File: config.mk
export PLATFORM = sky130hd
export DESIGN_NAME = cpu_bus_interface
export DESIGN_NICKNAME = d
export VERILOG_FILES = /design/src/design/mips_pkg.sv /design/src/design/cpu_bus_interface.sv
export SDC_FILE = /design/constraint.sdc
export NUM_CORES = 1
export LEC_CHECK = 0
export ABC_AREA = 1
export BUFFER_PORTS_ARGS = -buffer_cell sky130_fd_sc_hd__buf_2
export CORE_MARGIN = 5
export CORE_UTILIZATION = 35
export CTS_CLUSTER_SIZE = 16
export DETAILED_ROUTE_END_ITERATION = 12
export PLACE_DENSITY = 0.82
export RECOVER_POWER = 50
export SLEW_MARGIN = 20
export SYNTH_ARGS = -nofsm -noshare
export SYNTH_HDL_FRONTEND = slang
export SYNTH_SLANG_ARGS = --single-unit
File: constraint.sdc
create_clock -name clk -period 3 [get_ports clk]
set_input_delay 0.3 -clock clk [delete_from_list [all_inputs] [get_ports clk]]
set_output_delay 0.3 -clock clk [all_outputs]
set_load 0.05 [all_outputs]
File: src/design/mips_pkg.sv
package mips_pkg;

  // widths that carry a meaning
  typedef logic [31:0] word_t;      // data, address and instruction word
  typedef logic [4:0]  reg_addr_t;  // register number
  typedef logic [7:0]  bus_ctrl_t;  // shared-bus control byte

  // alu operation, classic single-cycle encoding
  typedef enum logic [2:0] {
    alu_and = 3'b000,
    alu_or  = 3'b001,
    alu_add = 3'b010,
    alu_sub = 3'b110,
    alu_slt = 3'b111
  } alu_op_t;

  // bus sequencer states
  typedef enum logic [1:0] {
    st_idle,
    st_addr,  // address on the bus, waiting for ack
    st_data,  // data phase, repeats while wait is high
    st_done   // access finished, instruction retires
  } bus_state_t;

  // primary opcodes, instr[31:26]
  localparam logic [5:0] op_rtype = 6'h00;
  localparam logic [5:0] op_j     = 6'h02;
  localparam logic [5:0] op_jal   = 6'h03;
  localparam logic [5:0] op_beq   = 6'h04;
  localparam logic [5:0] op_addi  = 6'h08;
  localparam logic [5:0] op_lw    = 6'h23;
  localparam logic [5:0] op_sw    = 6'h2b;

  // r-type funct codes, instr[5:0]
  localparam logic [5:0] fn_jr   = 6'h08;
  localparam logic [5:0] fn_mfhi = 6'h10;
  localparam logic [5:0] fn_mflo = 6'h12;
  localparam logic [5:0] fn_mult = 6'h18;
  localparam logic [5:0] fn_add  = 6'h20;
  localparam logic [5:0] fn_sub  = 6'h22;
  localparam logic [5:0] fn_and  = 6'h24;
  localparam logic [5:0] fn_or   = 6'h25;
  localparam logic [5:0] fn_slt  = 6'h2a;

  // bit positions in the bus control bytes
  localparam int unsigned bus_wait_bit  = 0;  // in bus_ctrl_in
  localparam int unsigned bus_write_bit = 1;  // in bus_ctrl_out

  // jal return address register
  localparam reg_addr_t reg_ra = 5'd31;

endpackage

File: src/design/cpu_bus_interface.sv
`timescale 1ns/1ps

module cpu_bus_interface (
  input  logic                clk,
  input  logic                arst_n,
  input  logic                memop,
  input  logic                bus_ack,
  input  mips_pkg::bus_ctrl_t bus_ctrl_in,
  input  mips_pkg::word_t     bus_data_in,
  input  mips_pkg::word_t     alu_out,
  input  mips_pkg::word_t     writedata,
  output logic                bus_req,
  output logic                pc_stall,
  output mips_pkg::word_t     readdata,
  output mips_pkg::word_t     bus_data_out
);
  import mips_pkg::*;

  bus_state_t state;
  bus_state_t state_next;
  logic       bus_wait;

  assign bus_wait = bus_ctrl_in[bus_wait_bit];

  always_ff @(posedge clk or negedge arst_n) begin
    if (!arst_n) begin
      state <= st_idle;
    end else begin
      state <= state_next;
    end
  end

  always_comb begin
    state_next = state;
    case (state)
      st_idle: if (memop)     state_next = st_addr;
      st_addr: if (bus_ack)   state_next = st_data;
      st_data: if (!bus_wait) state_next = st_done;
      st_done:                state_next = st_idle;  // instruction retires here
      default:                state_next = st_idle;
    endcase
  end

  assign bus_req  = (state == st_addr) || (state == st_data);
  assign pc_stall = memop && (state != st_done);   // freeze pc until done

  // address in the request phase, store data in the data phase
  assign bus_data_out = (state == st_data) ? writedata : alu_out;

  // last data-phase sample without wait is the load result
  always_ff @(posedge clk) begin
    if (state == st_data && !bus_wait) begin
      readdata <= bus_data_in;
    end
  end

  // the instruction must stay in decode for the whole access
  a_req_in_addr : assert property (@(posedge clk) disable iff (!arst_n)
    (state == st_addr) |-> bus_req && memop)
    else $error("cpu_bus_interface: addr phase without request or memop");

endmodule

==> metrics.cfg <==
[setup_path]
critPathKind=reg -> out
critPathSlowestCell=dfrtp_1
path_cells=inv_1 > ha_1 > buf_4 > nand2_1 > nand2_2 > buf_2
r2r-end=readdata[29]
crit_fanout=33
regToRegSetupSlack_ps=1290
start_kind=flop
r2r_cells=5
crit_required_ps=2700
critPathArrivalTime_ps=1890
worstReg2RegStart=state[0]
worstSetupEndpointType=output pin
cpPeakStageDelay_ps=410

[logic_synthesis]
syn_area_per_cell_um2=10.3
syn_area_um2=1650
synth_top_area_cell=edfxtp_1
synth_nets=272
synth.distinct_cells=15
synth_seq_cells=34
synth_seq_area_share_pct=61.1
synth_top_cell_area_share_pct=58.1
yosysWarnings=0
syn_inst=160
yosys-top-cells-area=edfxtp_1 58%, nand2_1 19%, nand2_2 6.8%

[drt]
drtIter0Drc=38
wl_mm=4.77
routedWlPerCell_um=12.5
route.detailed.drc=0
drt_first_pass_iters=4
route.detailed.vias_per_inst=4.34
ant_nets=0
num_vias=1663

[sta]
tightest_slew_ps=641
finalSetupViolations=0
final_hold_viol_count=0
drv_slew=0
tns_ps=0
period_minus_slack_ps=2190
relSlewSlack_pct=57.5
max_clock_freq_mhz=456
fin_crit_sh_pct=73.2
rsz0062_at_grt=no
skew_ps=4.05

[min_path]
hold_path.class=in -> reg
hp-start=bus_data_in[2]
hold_depth=1
hold_end=readdata[2]

[cts]
cts_made_buffers=5
clk_pin_slew_ps=70
cts_tree=done
clockBufferDepth=2
post-cts-setup-buffers=0
htreeDepth=2
numClockSinks=34
clk_latency_ps=270
root_buffer=clkbuf_8

[layout]
synthToLayoutAreaGrowth_pct=52.5
drive_gt1_share_pct=48.9
final-seq-area_um2=1010
postLayoutCellArea_um2=2520
utilization_pct=54.1
antenna_cells=0
stdcell_count=383
final_nets=441
multi_input_area_um2=520
n_fill_cell=454

[die]
start_util_pct=35.5
die_y_um=78.7
coreArea_um2=4660
num_rows=25
die_area_um2=6200
io_pins=174
die_x_um=78.7

[placed_design]
post_dp_cell_area_um2=2470
dp_cells=375
place_congestion=0.713
place_hpwl_mm=4.03
io_buffers=166

[global_routing]
use_met3_pct=8.84
grt_overflow_total=0
top_usage_layer=met2
grt_pass1_vias=1640
met1_usage_pct=14.5
antenna_found_initial=0
grt_start_max_net_pins=35
grt_use_total_pct=15.0
grt_use_met2_pct=27.0
grt_pass1_wl_mm=7.36

[status]
outcome=finished, final reports clean

[run]
drv_cap=0

[power]
p_leak_nw=1.31
vdd_drop_max_mv=0.543
power_density_nw_per_um2=1070

## worst max path at each step
stage	startpoint	endpoint	slack, ps	depth (start not counted)
floorplan	state[0]	readdata[0]	810	6
global placement	state[0]	bus_data_out[3]	1130	6
detailed placement	state[0]	bus_data_out[3]	1090	6
CTS	state[0]	bus_data_out[3]	790	6
global route	state[0]	bus_data_out[24]	650	6
finish	state[0]	bus_data_out[24]	810	6
## Yosys cell counts
| cell type | number |
|---|---|
| nand3_1 | 1 |
| nor2_2 | 1 |
| nand2_2 | 18 |
| edfxtp_1 | 32 |
| inv_8 | 1 |
| nand4_1 | 2 |
| nand2_1 | 85 |
| nand2_4 | 1 |
| buf_12 | 1 |
| inv_1 | 5 |
| clkbuf_8 | 2 |
| buf_6 | 4 |
| nor2_1 | 1 |
| ha_1 | 4 |
| dfrtp_1 | 2 |
## flip-flops by register name, summed over array words and instances (netlist names)
signal / flops
readdata: 32
state: 2
## area by class of cell
type / count / area share [%]
Clock inverter: 1 / 0.298
Clock buffer: 6 / 2.88
Sequential cell: 34 / 40.1
Timing Repair Buffer: 169 / 32.2
Inverter: 6 / 1.19
Multi-Input combinational cell: 113 / 20.6
Tap cell: 54 / 2.68
## critical path, delay by kind of cell (launching register included)
kind | cells | cell delay (ps)
buf+inv | 3 | 710
flops | 1 | 410
fa+ha+maj | 1 | 280
simple gates | 2 | 210
## metrics by stage
step / hold WS, ps / worst slack [ps] / total power (W)
2_1_floorplan: 4.41 / 808 / 0.00213
3_3_place_gp: 86.2 / 1130 / 0.00240
3_5_place_dp: 88.6 / 1090 / 0.00242
4_1_cts: 188 / 789 / 0.00273
5_1_grt: 180 / 650 / 0.00285
6_report: 196 / 805 / 0.00269
## cell usage in the layout (no fill, tap or decap), drive strengths merged
cell	n
buf	134
nand2	104
clkbuf	40
edfxtp	32
inv	6
ha	4
nand4	2
dfrtp	2
nor2	2
nand3	1
clkinvlp	1
dlygate4sd3	1
## per-layer routing
layer | up-vias | routed length (um)
met1 | 706 | 1500
met2 | 110 | 2390
met4 | 0 | 47
met5 | - | 0
met3 | 6 | 828
li1 | 841 | -
## report_power, final
| part | total [W] | internal, W | switching [W] |
|---|---|---|---|
| Clock | 0.000305 | 0.000159 | 0.000146 |
| Combinational | 0.00173 | 0.000348 | 0.00138 |
| Sequential | 0.000654 | 0.000623 | 0.0000312 |
## logic make-up after synthesis
logic type,synth area share [%]
and+or+nand+nor,28.4
adders and majority gates,3.03
buffers and inverters,7.41
DFF,61.1
## what timing repair did
| action | CTS | global route |
|---|---|---|
| hold buffers | 1 | 0 |
| hold endpoints to repair | 2 | 0 |
| resized for setup | 0 | 0 |
Note: power is estimated with default switching activity, not from simulation.
