==> config.mk <==
export PLATFORM = sky130hd
export DESIGN_NAME = controller_flat
export DESIGN_NICKNAME = d
export VERILOG_FILES = /design/src/design/mips_pkg.sv /design/src/design/ctrl_if.sv /design/src/design/controller.sv /design/src/flat_wrapper.sv
export SDC_FILE = /design/constraint.sdc
export NUM_CORES = 1
export LEC_CHECK = 0
export BUFFER_PORTS_ARGS = -buffer_cell sky130_fd_sc_hd__buf_2
export CELL_PAD_IN_SITES_DETAIL_PLACEMENT = 0
export CELL_PAD_IN_SITES_GLOBAL_PLACEMENT = 1
export CORE_AREA = 2 2 39 41
export DETAILED_ROUTE_END_ITERATION = 8
export DIE_AREA = 0 0 41 43
export PLACE_DENSITY = 0.83
export SLEW_MARGIN = 20
export SYNTH_ARGS = -nofsm -noshare
export SYNTH_HDL_FRONTEND = slang
export SYNTH_SLANG_ARGS = --single-unit
export TNS_END_PERCENT = 20
==> constraint.sdc <==
create_clock -name vclk -period 3
set_input_delay 0.45 -clock vclk [all_inputs]
set_output_delay 0.45 -clock vclk [all_outputs]
set_load 0.01 [all_outputs]
==> src/design/mips_pkg.sv <==
package mips_pkg;

  // widths that carry a meaning
  typedef logic [31:0] word_t;      // data, address and instruction word
  typedef logic [4:0]  reg_addr_t;  // register number
  typedef logic [7:0]  bus_ctrl_t;  // shared-bus control byte

  // alu operation, classic single-cycle encoding
  typedef enum logic [2:0] {
    alu_and = 3'b000,
    alu_or  = 3'b001,
    alu_add = 3'b010,
    alu_sub = 3'b110,
    alu_slt = 3'b111
  } alu_op_t;

  // bus sequencer states
  typedef enum logic [1:0] {
    st_idle,
    st_addr,  // address on the bus, waiting for ack
    st_data,  // data phase, repeats while wait is high
    st_done   // access finished, instruction retires
  } bus_state_t;

  // primary opcodes, instr[31:26]
  localparam logic [5:0] op_rtype = 6'h00;
  localparam logic [5:0] op_j     = 6'h02;
  localparam logic [5:0] op_jal   = 6'h03;
  localparam logic [5:0] op_beq   = 6'h04;
  localparam logic [5:0] op_addi  = 6'h08;
  localparam logic [5:0] op_lw    = 6'h23;
  localparam logic [5:0] op_sw    = 6'h2b;

  // r-type funct codes, instr[5:0]
  localparam logic [5:0] fn_jr   = 6'h08;
  localparam logic [5:0] fn_mfhi = 6'h10;
  localparam logic [5:0] fn_mflo = 6'h12;
  localparam logic [5:0] fn_mult = 6'h18;
  localparam logic [5:0] fn_add  = 6'h20;
  localparam logic [5:0] fn_sub  = 6'h22;
  localparam logic [5:0] fn_and  = 6'h24;
  localparam logic [5:0] fn_or   = 6'h25;
  localparam logic [5:0] fn_slt  = 6'h2a;

  // bit positions in the bus control bytes
  localparam int unsigned bus_wait_bit  = 0;  // in bus_ctrl_in
  localparam int unsigned bus_write_bit = 1;  // in bus_ctrl_out

  // jal return address register
  localparam reg_addr_t reg_ra = 5'd31;

endpackage

==> src/design/ctrl_if.sv <==
`timescale 1ns/1ps

interface ctrl_if;
  import mips_pkg::*;

  logic    regwrite;   // write result to register file
  logic    regdst;     // destination is rd, else rt
  logic    alusrc;     // alu b operand is the immediate
  logic    memtoreg;   // write back load data
  logic    branch;     // beq
  logic    jump;       // j / jal
  logic    jumpreg;    // jr
  logic    link;       // write pc+4 to ra
  logic    mult;       // load hi/lo with product
  logic    mfhi;
  logic    mflo;
  alu_op_t alucontrol;

  modport dec (output regwrite, regdst, alusrc, memtoreg, branch, jump, jumpreg,
               link, mult, mfhi, mflo, alucontrol);
  modport exe (input  regwrite, regdst, alusrc, memtoreg, branch, jump, jumpreg,
               link, mult, mfhi, mflo, alucontrol);

endinterface

==> src/design/controller.sv <==
`timescale 1ns/1ps

module controller (
  input  logic [5:0] op,
  input  logic [5:0] funct,
  ctrl_if.dec        ctl,
  output logic       memop,
  output logic       memwrite
);
  import mips_pkg::*;

  always_comb begin
    // everything off unless the opcode is known
    ctl.regwrite   = 1'b0;
    ctl.regdst     = 1'b0;
    ctl.alusrc     = 1'b0;
    ctl.memtoreg   = 1'b0;
    ctl.branch     = 1'b0;
    ctl.jump       = 1'b0;
    ctl.jumpreg    = 1'b0;
    ctl.link       = 1'b0;
    ctl.mult       = 1'b0;
    ctl.mfhi       = 1'b0;
    ctl.mflo       = 1'b0;
    ctl.alucontrol = alu_add;
    memop          = 1'b0;
    memwrite       = 1'b0;

    case (op)
      op_rtype: begin
        ctl.regdst = 1'b1;
        case (funct)
          fn_add: begin ctl.regwrite = 1'b1; ctl.alucontrol = alu_add; end
          fn_sub: begin ctl.regwrite = 1'b1; ctl.alucontrol = alu_sub; end
          fn_and: begin ctl.regwrite = 1'b1; ctl.alucontrol = alu_and; end
          fn_or:  begin ctl.regwrite = 1'b1; ctl.alucontrol = alu_or;  end
          fn_slt: begin ctl.regwrite = 1'b1; ctl.alucontrol = alu_slt; end
          fn_jr:   ctl.jumpreg = 1'b1;
          fn_mult: ctl.mult    = 1'b1;   // hi/lo only, no register write
          fn_mfhi: begin ctl.regwrite = 1'b1; ctl.mfhi = 1'b1; end
          fn_mflo: begin ctl.regwrite = 1'b1; ctl.mflo = 1'b1; end
          default: ;                     // unknown funct is a no-op
        endcase
      end
      op_addi: begin
        ctl.regwrite = 1'b1;
        ctl.alusrc   = 1'b1;
      end
      op_lw: begin
        ctl.regwrite = 1'b1;
        ctl.alusrc   = 1'b1;             // address = rs + imm
        ctl.memtoreg = 1'b1;
        memop        = 1'b1;
      end
      op_sw: begin
        ctl.alusrc = 1'b1;
        memop      = 1'b1;
        memwrite   = 1'b1;
      end
      op_beq: begin
        ctl.branch     = 1'b1;
        ctl.alucontrol = alu_sub;        // zero result means equal
      end
      op_j:   ctl.jump = 1'b1;
      op_jal: begin
        ctl.jump     = 1'b1;
        ctl.link     = 1'b1;
        ctl.regwrite = 1'b1;
      end
      default: ;
    endcase
  end

  // a store that never reaches the bus sequencer would be silently lost
  always_comb begin
    if (memwrite) begin
      a_write_has_memop : assert (memop)
        else $error("controller: memwrite without memop, op=%h", op);
    end
  end

endmodule

==> src/flat_wrapper.sv <==
// flat-port wrapper written by rule: the top's interface ports become plain ports
module controller_flat import mips_pkg::*;
  (op, funct, memop, memwrite, ctl_regwrite, ctl_regdst, ctl_alusrc, ctl_memtoreg, ctl_branch, ctl_jump, ctl_jumpreg, ctl_link, ctl_mult, ctl_mfhi, ctl_mflo, ctl_alucontrol);
  ctrl_if ctl_i ();
  input  logic [5:0] op;
  input  logic [5:0] funct;
  output logic memop;
  output logic memwrite;
  output wire logic [$bits(ctl_i.regwrite)-1:0] ctl_regwrite;
  output wire logic [$bits(ctl_i.regdst)-1:0] ctl_regdst;
  output wire logic [$bits(ctl_i.alusrc)-1:0] ctl_alusrc;
  output wire logic [$bits(ctl_i.memtoreg)-1:0] ctl_memtoreg;
  output wire logic [$bits(ctl_i.branch)-1:0] ctl_branch;
  output wire logic [$bits(ctl_i.jump)-1:0] ctl_jump;
  output wire logic [$bits(ctl_i.jumpreg)-1:0] ctl_jumpreg;
  output wire logic [$bits(ctl_i.link)-1:0] ctl_link;
  output wire logic [$bits(ctl_i.mult)-1:0] ctl_mult;
  output wire logic [$bits(ctl_i.mfhi)-1:0] ctl_mfhi;
  output wire logic [$bits(ctl_i.mflo)-1:0] ctl_mflo;
  output wire logic [$bits(ctl_i.alucontrol)-1:0] ctl_alucontrol;
  assign ctl_regwrite = ctl_i.regwrite;
  assign ctl_regdst = ctl_i.regdst;
  assign ctl_alusrc = ctl_i.alusrc;
  assign ctl_memtoreg = ctl_i.memtoreg;
  assign ctl_branch = ctl_i.branch;
  assign ctl_jump = ctl_i.jump;
  assign ctl_jumpreg = ctl_i.jumpreg;
  assign ctl_link = ctl_i.link;
  assign ctl_mult = ctl_i.mult;
  assign ctl_mfhi = ctl_i.mfhi;
  assign ctl_mflo = ctl_i.mflo;
  assign ctl_alucontrol = ctl_i.alucontrol;
  controller u_core (.op(op), .funct(funct), .ctl(ctl_i), .memop(memop), .memwrite(memwrite));
endmodule
==> flow_metrics.py, run 1 <==
metrics = {
    "grt": {
        "grt_usage_pct": 8.800,
        "antenna_found_initial": 0,
        "grt_max_degree": 7,
        "grt_pass1_vias": 298,
        "grt_pass1_wl_um": 1173,
        "grt.overflow.total": 0,
    },
    "sta": {
        "rsz0062_at_grt": "false",
        "fin_setup_tns_ns": 0,
        "tightest_slew_ns": 0.3360,
        "setup-violations-final": 0,
        "max_freq_ghz": 0.4685,
        "hold-worst-slack_ns": 1.199,
        "maxSlewViolCount": 0,
        "hold_viol": 0,
        "finalCritPeriodShare_pct": 71.14,
        "slew_headroom_pct": 77.55,
        "final_critical_path_setup_slack_ns": 0.8657,
        "period_needed_ns": 2.134,
    },
    "worst_setup_path": {
        "slowest_stage": "or4_4",
        "end_kind": "primary output",
        "crit_top_cell": "buf_2",
        "worstSetupStartpointType": "input pin",
        "crit_type": "input pin to primary output",
        "cp_top_family": "simple AND/OR/NAND/NOR gates",
        "critPathArrivalTime_ns": 1.68,
        "crit_required_ns": 2.55,
        "crit_buf_inv": 2,
        "path_max_fanout": 4,
        "slowest_delay_ns": 0.58,
        "path_cells": "buf_2 -> or4_4 -> nor4_4 -> nand3_1 -> nor2_1 -> buf_2",
    },
    "route": {
        "post-route-drc-count": 0,
        "wirelength_um": 814,
        "via_per_inst": 4.884,
        "drtAntennaViolNets": 0,
        "num_vias": 420,
        "wl_per_cell_um": 9.465,
        "dr.pass1.iters": 4,
        "drt_iter0_markers": 14,
    },
    "power": {
        "power_density_mw_per_mm2": 80.96,
        "ir_worst_vdd_mv": 0.04300,
        "p_leak_uw": 0.0002294,
    },
    "run": {
        "maxCapViolCount": 0,
    },
    "placed_design": {
        "placed_cell_area_um2": 426.7,
        "post-place-ws_ns": 0.8538,
        "hpwl_um": 718.5,
        "portBuffers": 28,
        "place.gp.congestion": 0.7748,
        "place_inst": 86,
    },
    "layout": {
        "design_area_um2": 426.7,
        "area_growth_pct": 60.09,
        "antenna_cells": 0,
        "flops_and_latches": 0,
        "fin_nets": 84,
        "drive_gt1_share_pct": 45.71,
        "fin_cells": 86,
        "register_area_um2": 0,
        "nClkBuffers": 0,
        "fillers": 174,
    },
    "die": {
        "fp.dieH_um": 43,
        "dieArea_mm2": 0.001763,
        "die_x_um": 41,
        "num_rows": 14,
        "start_util_pct": 19.26,
        "pin_count": 28,
        "fp.coreArea_mm2": 0.001384,
    },
    "yosys": {
        "yosysMostFrequentCell": "nor2_1",
        "synth_top_cell_area_share_pct": 11.27,
        "synth_cell_types": 23,
        "ys_warn_count": 0,
        "avgSynthCellArea_um2": 6.345,
        "synth_top_area_cell": "nor2_1",
        "yosys-top-cells-area": "nor2_1 11%, nor3b_1 8.5%, nor4_4 8.0%",
        "synthesis.area_um2": 266.5,
        "synth_common_cells": "8 x nor2_1, 3 x inv_1, 3 x nand3_1, 3 x nor3_1, 3 x nor3b_1",
        "syn_inst": 42,
        "ys_seq_area_share_pct": 0,
        "syn-num-nets": 54,
    },
    "clocking": {
        "ctsResizeCount": 0,
        "cts_hold_buffers": 0,
        "cts_setup_buffers": 0,
    },
    "worst_hold_path": {
        "hold_path_startpoint": "funct[4]",
        "hold_class": "input pin to primary output",
        "worst_hold_path.num_cells": 3,
        "hold_end": "ctl_jumpreg",
    },
    "run_status": {
        "outcome": "finished, final reports clean",
    },
}
==> final cells by class <==
class	count	area (um2)	area share [%]
Multi-Input combinational cell	39	255.2	59.82
Timing Repair Buffer	28	140.1	32.84
Tap cell	16	20.02	4.692
Inverter	3	11.26	2.639
==> routing by layer <==
| layer | routed length (um) | GRT usage, % | vias to the layer above |
|---|---|---|---|
| met3 | 71 | 0.5236 | 0 |
| met5 | 0 | 0 | - |
| met1 | 376 | 13.02 | 186 |
| met4 | 0 | 0 | 0 |
| met2 | 366 | 14.37 | 19 |
| li1 | - | - | 215 |
==> cell families (layout without fill, tap and decap cells) <==
family	after synthesis	in the layout	synth area share (%)
buffers and inverters	3	31	4.225
AND/OR/NAND/NOR	31	31	75.12
AO/OA/AOI/OAI	8	8	20.66
==> power breakdown <==
group          switching [uW]  internal [uW]  leakage [uW]
logic                    20.9           13.7      0.000229
clock network               0              0             0
registers                   0              0             0
total                    20.9           13.7      0.000229
==> how the worst max path moves through the flow <==
stage | startpoint | endpoint | slack (ns) | cells past startpoint
detailed placement | op[5] | ctl_jumpreg | 0.85 | 6
global route | op[5] | ctl_mult | 0.77 | 6
finish | op[5] | ctl_mult | 0.87 | 6
CTS | op[5] | ctl_mult | 0.85 | 6
floorplan | op[5] | ctl_jumpreg | 1.07 | 4
global placement | op[5] | ctl_jumpreg | 0.86 | 6
==> per-stage QoR <==
step | util, % | total power [uW]
2_1_floorplan | - | 13.87
5_1_grt | 30.83 | 38.34
6_report | 30.83 | 34.54
4_1_cts | 30.83 | 34.52
3_3_place_gp | 30.83 | 34.32
3_5_place_dp | 30.83 | 34.45
==> cells in the final DEF, fill, tap and decap left out, types with 2 or more instances in the layout <==
cell	netlist	final
a21oi_1	2	2
nor2_1	8	8
nor2b_1	2	2
nand3_1	3	3
inv_1	3	3
buf_2	0	28
nand2_1	2	2
nor3_1	3	3
nor3b_1	3	3
and3_1	2	2
No activity file was read; power rests on OpenSTA's default activity.
==> run 2: changes to the inputs <==
- ABC_AREA: default -> 1
- CORE_AREA: 2 2 39 41 -> default
- CORE_MARGIN: default -> 2
- CORE_UTILIZATION: default -> 20
- DIE_AREA: 0 0 41 43 -> default
- PLACE_DENSITY: 0.83 -> 0.87
- clock period: 3 -> 1.9 ns (I/O delays scaled with it)
==> flow_metrics.py, run 2 <==
metrics = {
    "run_status": {
        "outcome": "finished, final reports clean",
    },
    "die": {
        "die_x_um": 42.75,
        "dieArea_mm2": 0.001828,
        "num_rows": 13,
        "start_util_pct": 22.24,
        "fp.dieH_um": 42.75,
        "fp.coreArea_mm2": 0.001350,
        "pin_count": 28,
    },
    "yosys": {
        "syn-num-nets": 78,
        "syn_inst": 66,
        "ys_seq_area_share_pct": 0,
        "synth_common_cells": "17 x nand2_1, 13 x nor2_1, 11 x inv_1",
        "avgSynthCellArea_um2": 4.550,
        "yosys-top-cells-area": "nand2_1 21%, nor2_1 16%, inv_1 14%",
        "synth_cell_types": 14,
        "ys_warn_count": 0,
        "yosysMostFrequentCell": "nand2_1",
        "synthesis.area_um2": 300.3,
        "synth_top_area_cell": "nand2_1",
        "synth_top_cell_area_share_pct": 21.25,
    },
    "sta": {
        "final_critical_path_setup_slack_ns": 0.4682,
        "maxSlewViolCount": 0,
        "max_freq_ghz": 0.6984,
        "setup-violations-final": 0,
        "hold_viol": 0,
        "fin_setup_tns_ns": 0,
        "tightest_slew_ns": 0.2658,
        "finalCritPeriodShare_pct": 75.36,
        "rsz0062_at_grt": "false",
        "slew_headroom_pct": 82.14,
        "hold-worst-slack_ns": 0.8258,
        "period_needed_ns": 1.432,
    },
    "grt": {
        "grt_pass1_vias": 361,
        "antenna_found_initial": 0,
        "grt_max_degree": 7,
        "grtUsageMet3_pct": 0,
        "top_usage_layer": "met2",
        "grt.overflow.total": 0,
        "grt_pass1_wl_um": 1297,
        "grt.met1_usage_pct": 10.50,
        "grt_usage_pct": 8.312,
        "grtUsageMet2_pct": 16.36,
    },
    "worst_setup_path": {
        "end_kind": "primary output",
        "worstSetupStartpointType": "input pin",
        "crit_type": "input pin to primary output",
        "crit_required_ns": 1.62,
        "setup.worst_path.start": "op[5]",
        "critPathArrivalTime_ns": 1.15,
        "path_max_fanout": 6,
        "crit_end": "ctl_mult",
    },
    "route": {
        "wirelength_um": 844,
        "post-route-drc-count": 0,
        "num_vias": 477,
        "dr.pass1.iters": 4,
        "drtAntennaViolNets": 0,
        "drt_iter0_markers": 5,
        "via_per_inst": 4.376,
        "wl_per_cell_um": 7.743,
    },
    "layout": {
        "fillers": 158,
        "area_growth_pct": 52.92,
        "nClkBuffers": 0,
        "fin_nets": 108,
        "most-common-layout-cells": "28 x buf_2, 17 x nand2_1, 13 x nor2_1",
        "register_area_um2": 0,
        "fin_cells": 109,
        "mostFrequentLayoutCell": "buf_2",
        "flops_and_latches": 0,
        "drive_gt1_share_pct": 41.49,
        "antenna_cells": 0,
    },
    "placed_design": {
        "portBuffers": 28,
        "place_inst": 109,
        "post-place-ws_ns": 0.4602,
        "hpwl_um": 778.7,
        "place.gp.congestion": 0.7619,
    },
    "power": {
        "ir_worst_vdd_mv": 0.05152,
        "p_leak_uw": 0.0003119,
        "power_density_mw_per_mm2": 120.6,
    },
    "run": {
        "maxCapViolCount": 0,
    },
    "worst_hold_path": {
        "hold_class": "input pin to primary output",
    },
    "clocking": {
        "cts_setup_buffers": 0,
        "cts_hold_buffers": 0,
        "ctsResizeCount": 0,
    },
}
## run 2: cell families after synthesis
| family | after synthesis | share of synthesized area (%) |
|---|---|---|
| and+or+nand+nor | 49 | 77.50 |
| buffers and inverters | 16 | 20.41 |
| AOI/OAI and AO/OA | 1 | 2.085 |
## run 2: worst min path at each step
stage	start	to	cells past startpoint	slack (ns)
final	op[2]	ctl_jump	3	0.83
after global routing	op[2]	ctl_jump	3	0.84
after CTS	op[2]	ctl_jump	3	0.83
after detailed placement	op[2]	ctl_jump	3	0.83
after global placement	op[2]	ctl_jump	3	0.83
after floorplan	op[5]	ctl_link	1	0.62
## run 2: final cells by class
class              instances  area (um2)  share of cell area, %
well taps                 15       18.77                  4.087
inverters                 16       61.31                  13.35
multi-input cells         50       239.0                  52.04
repair buffers            28       140.1                  30.52
## run 2: critical path, cell delays in order
cell      delay, ns
buf_2          0.12
inv_2          0.06
nand2_2        0.07
nor2_4         0.12
nand3_2        0.10
clkinv_2       0.10
nand3_2        0.07
nor2_1         0.09
buf_2          0.13
## run 2: report_power, final
| part | internal, uW | switching (uW) | total (uW) |
|---|---|---|---|
| Clock | 0 | 0 | 0 |
| Combinational | 20.2 | 35.2 | 55.4 |
| Sequential | 0 | 0 | 0 |
| Total | 20.2 | 35.2 | 55.4 |
## run 2: layer usage
metal / part of all wire [%] / routed length, um
met5: 0 / 0
met4: 0 / 0
met3: 9.1 / 77
met2: 47 / 400
met1: 43 / 366
## run 2: stage by stage
| stage | power, uW | cell area, um2 | util, % |
|---|---|---|---|
| after CTS | 55.70 | 459.2 | 34.01 |
| after floorplan | 30.37 | 300.3 | - |
| after global routing | 62.73 | 459.2 | 34.01 |
| after detailed placement | 55.55 | 459.2 | 34.01 |
| final | 55.38 | 459.2 | 34.01 |
| after global placement | 55.23 | 459.2 | 34.01 |
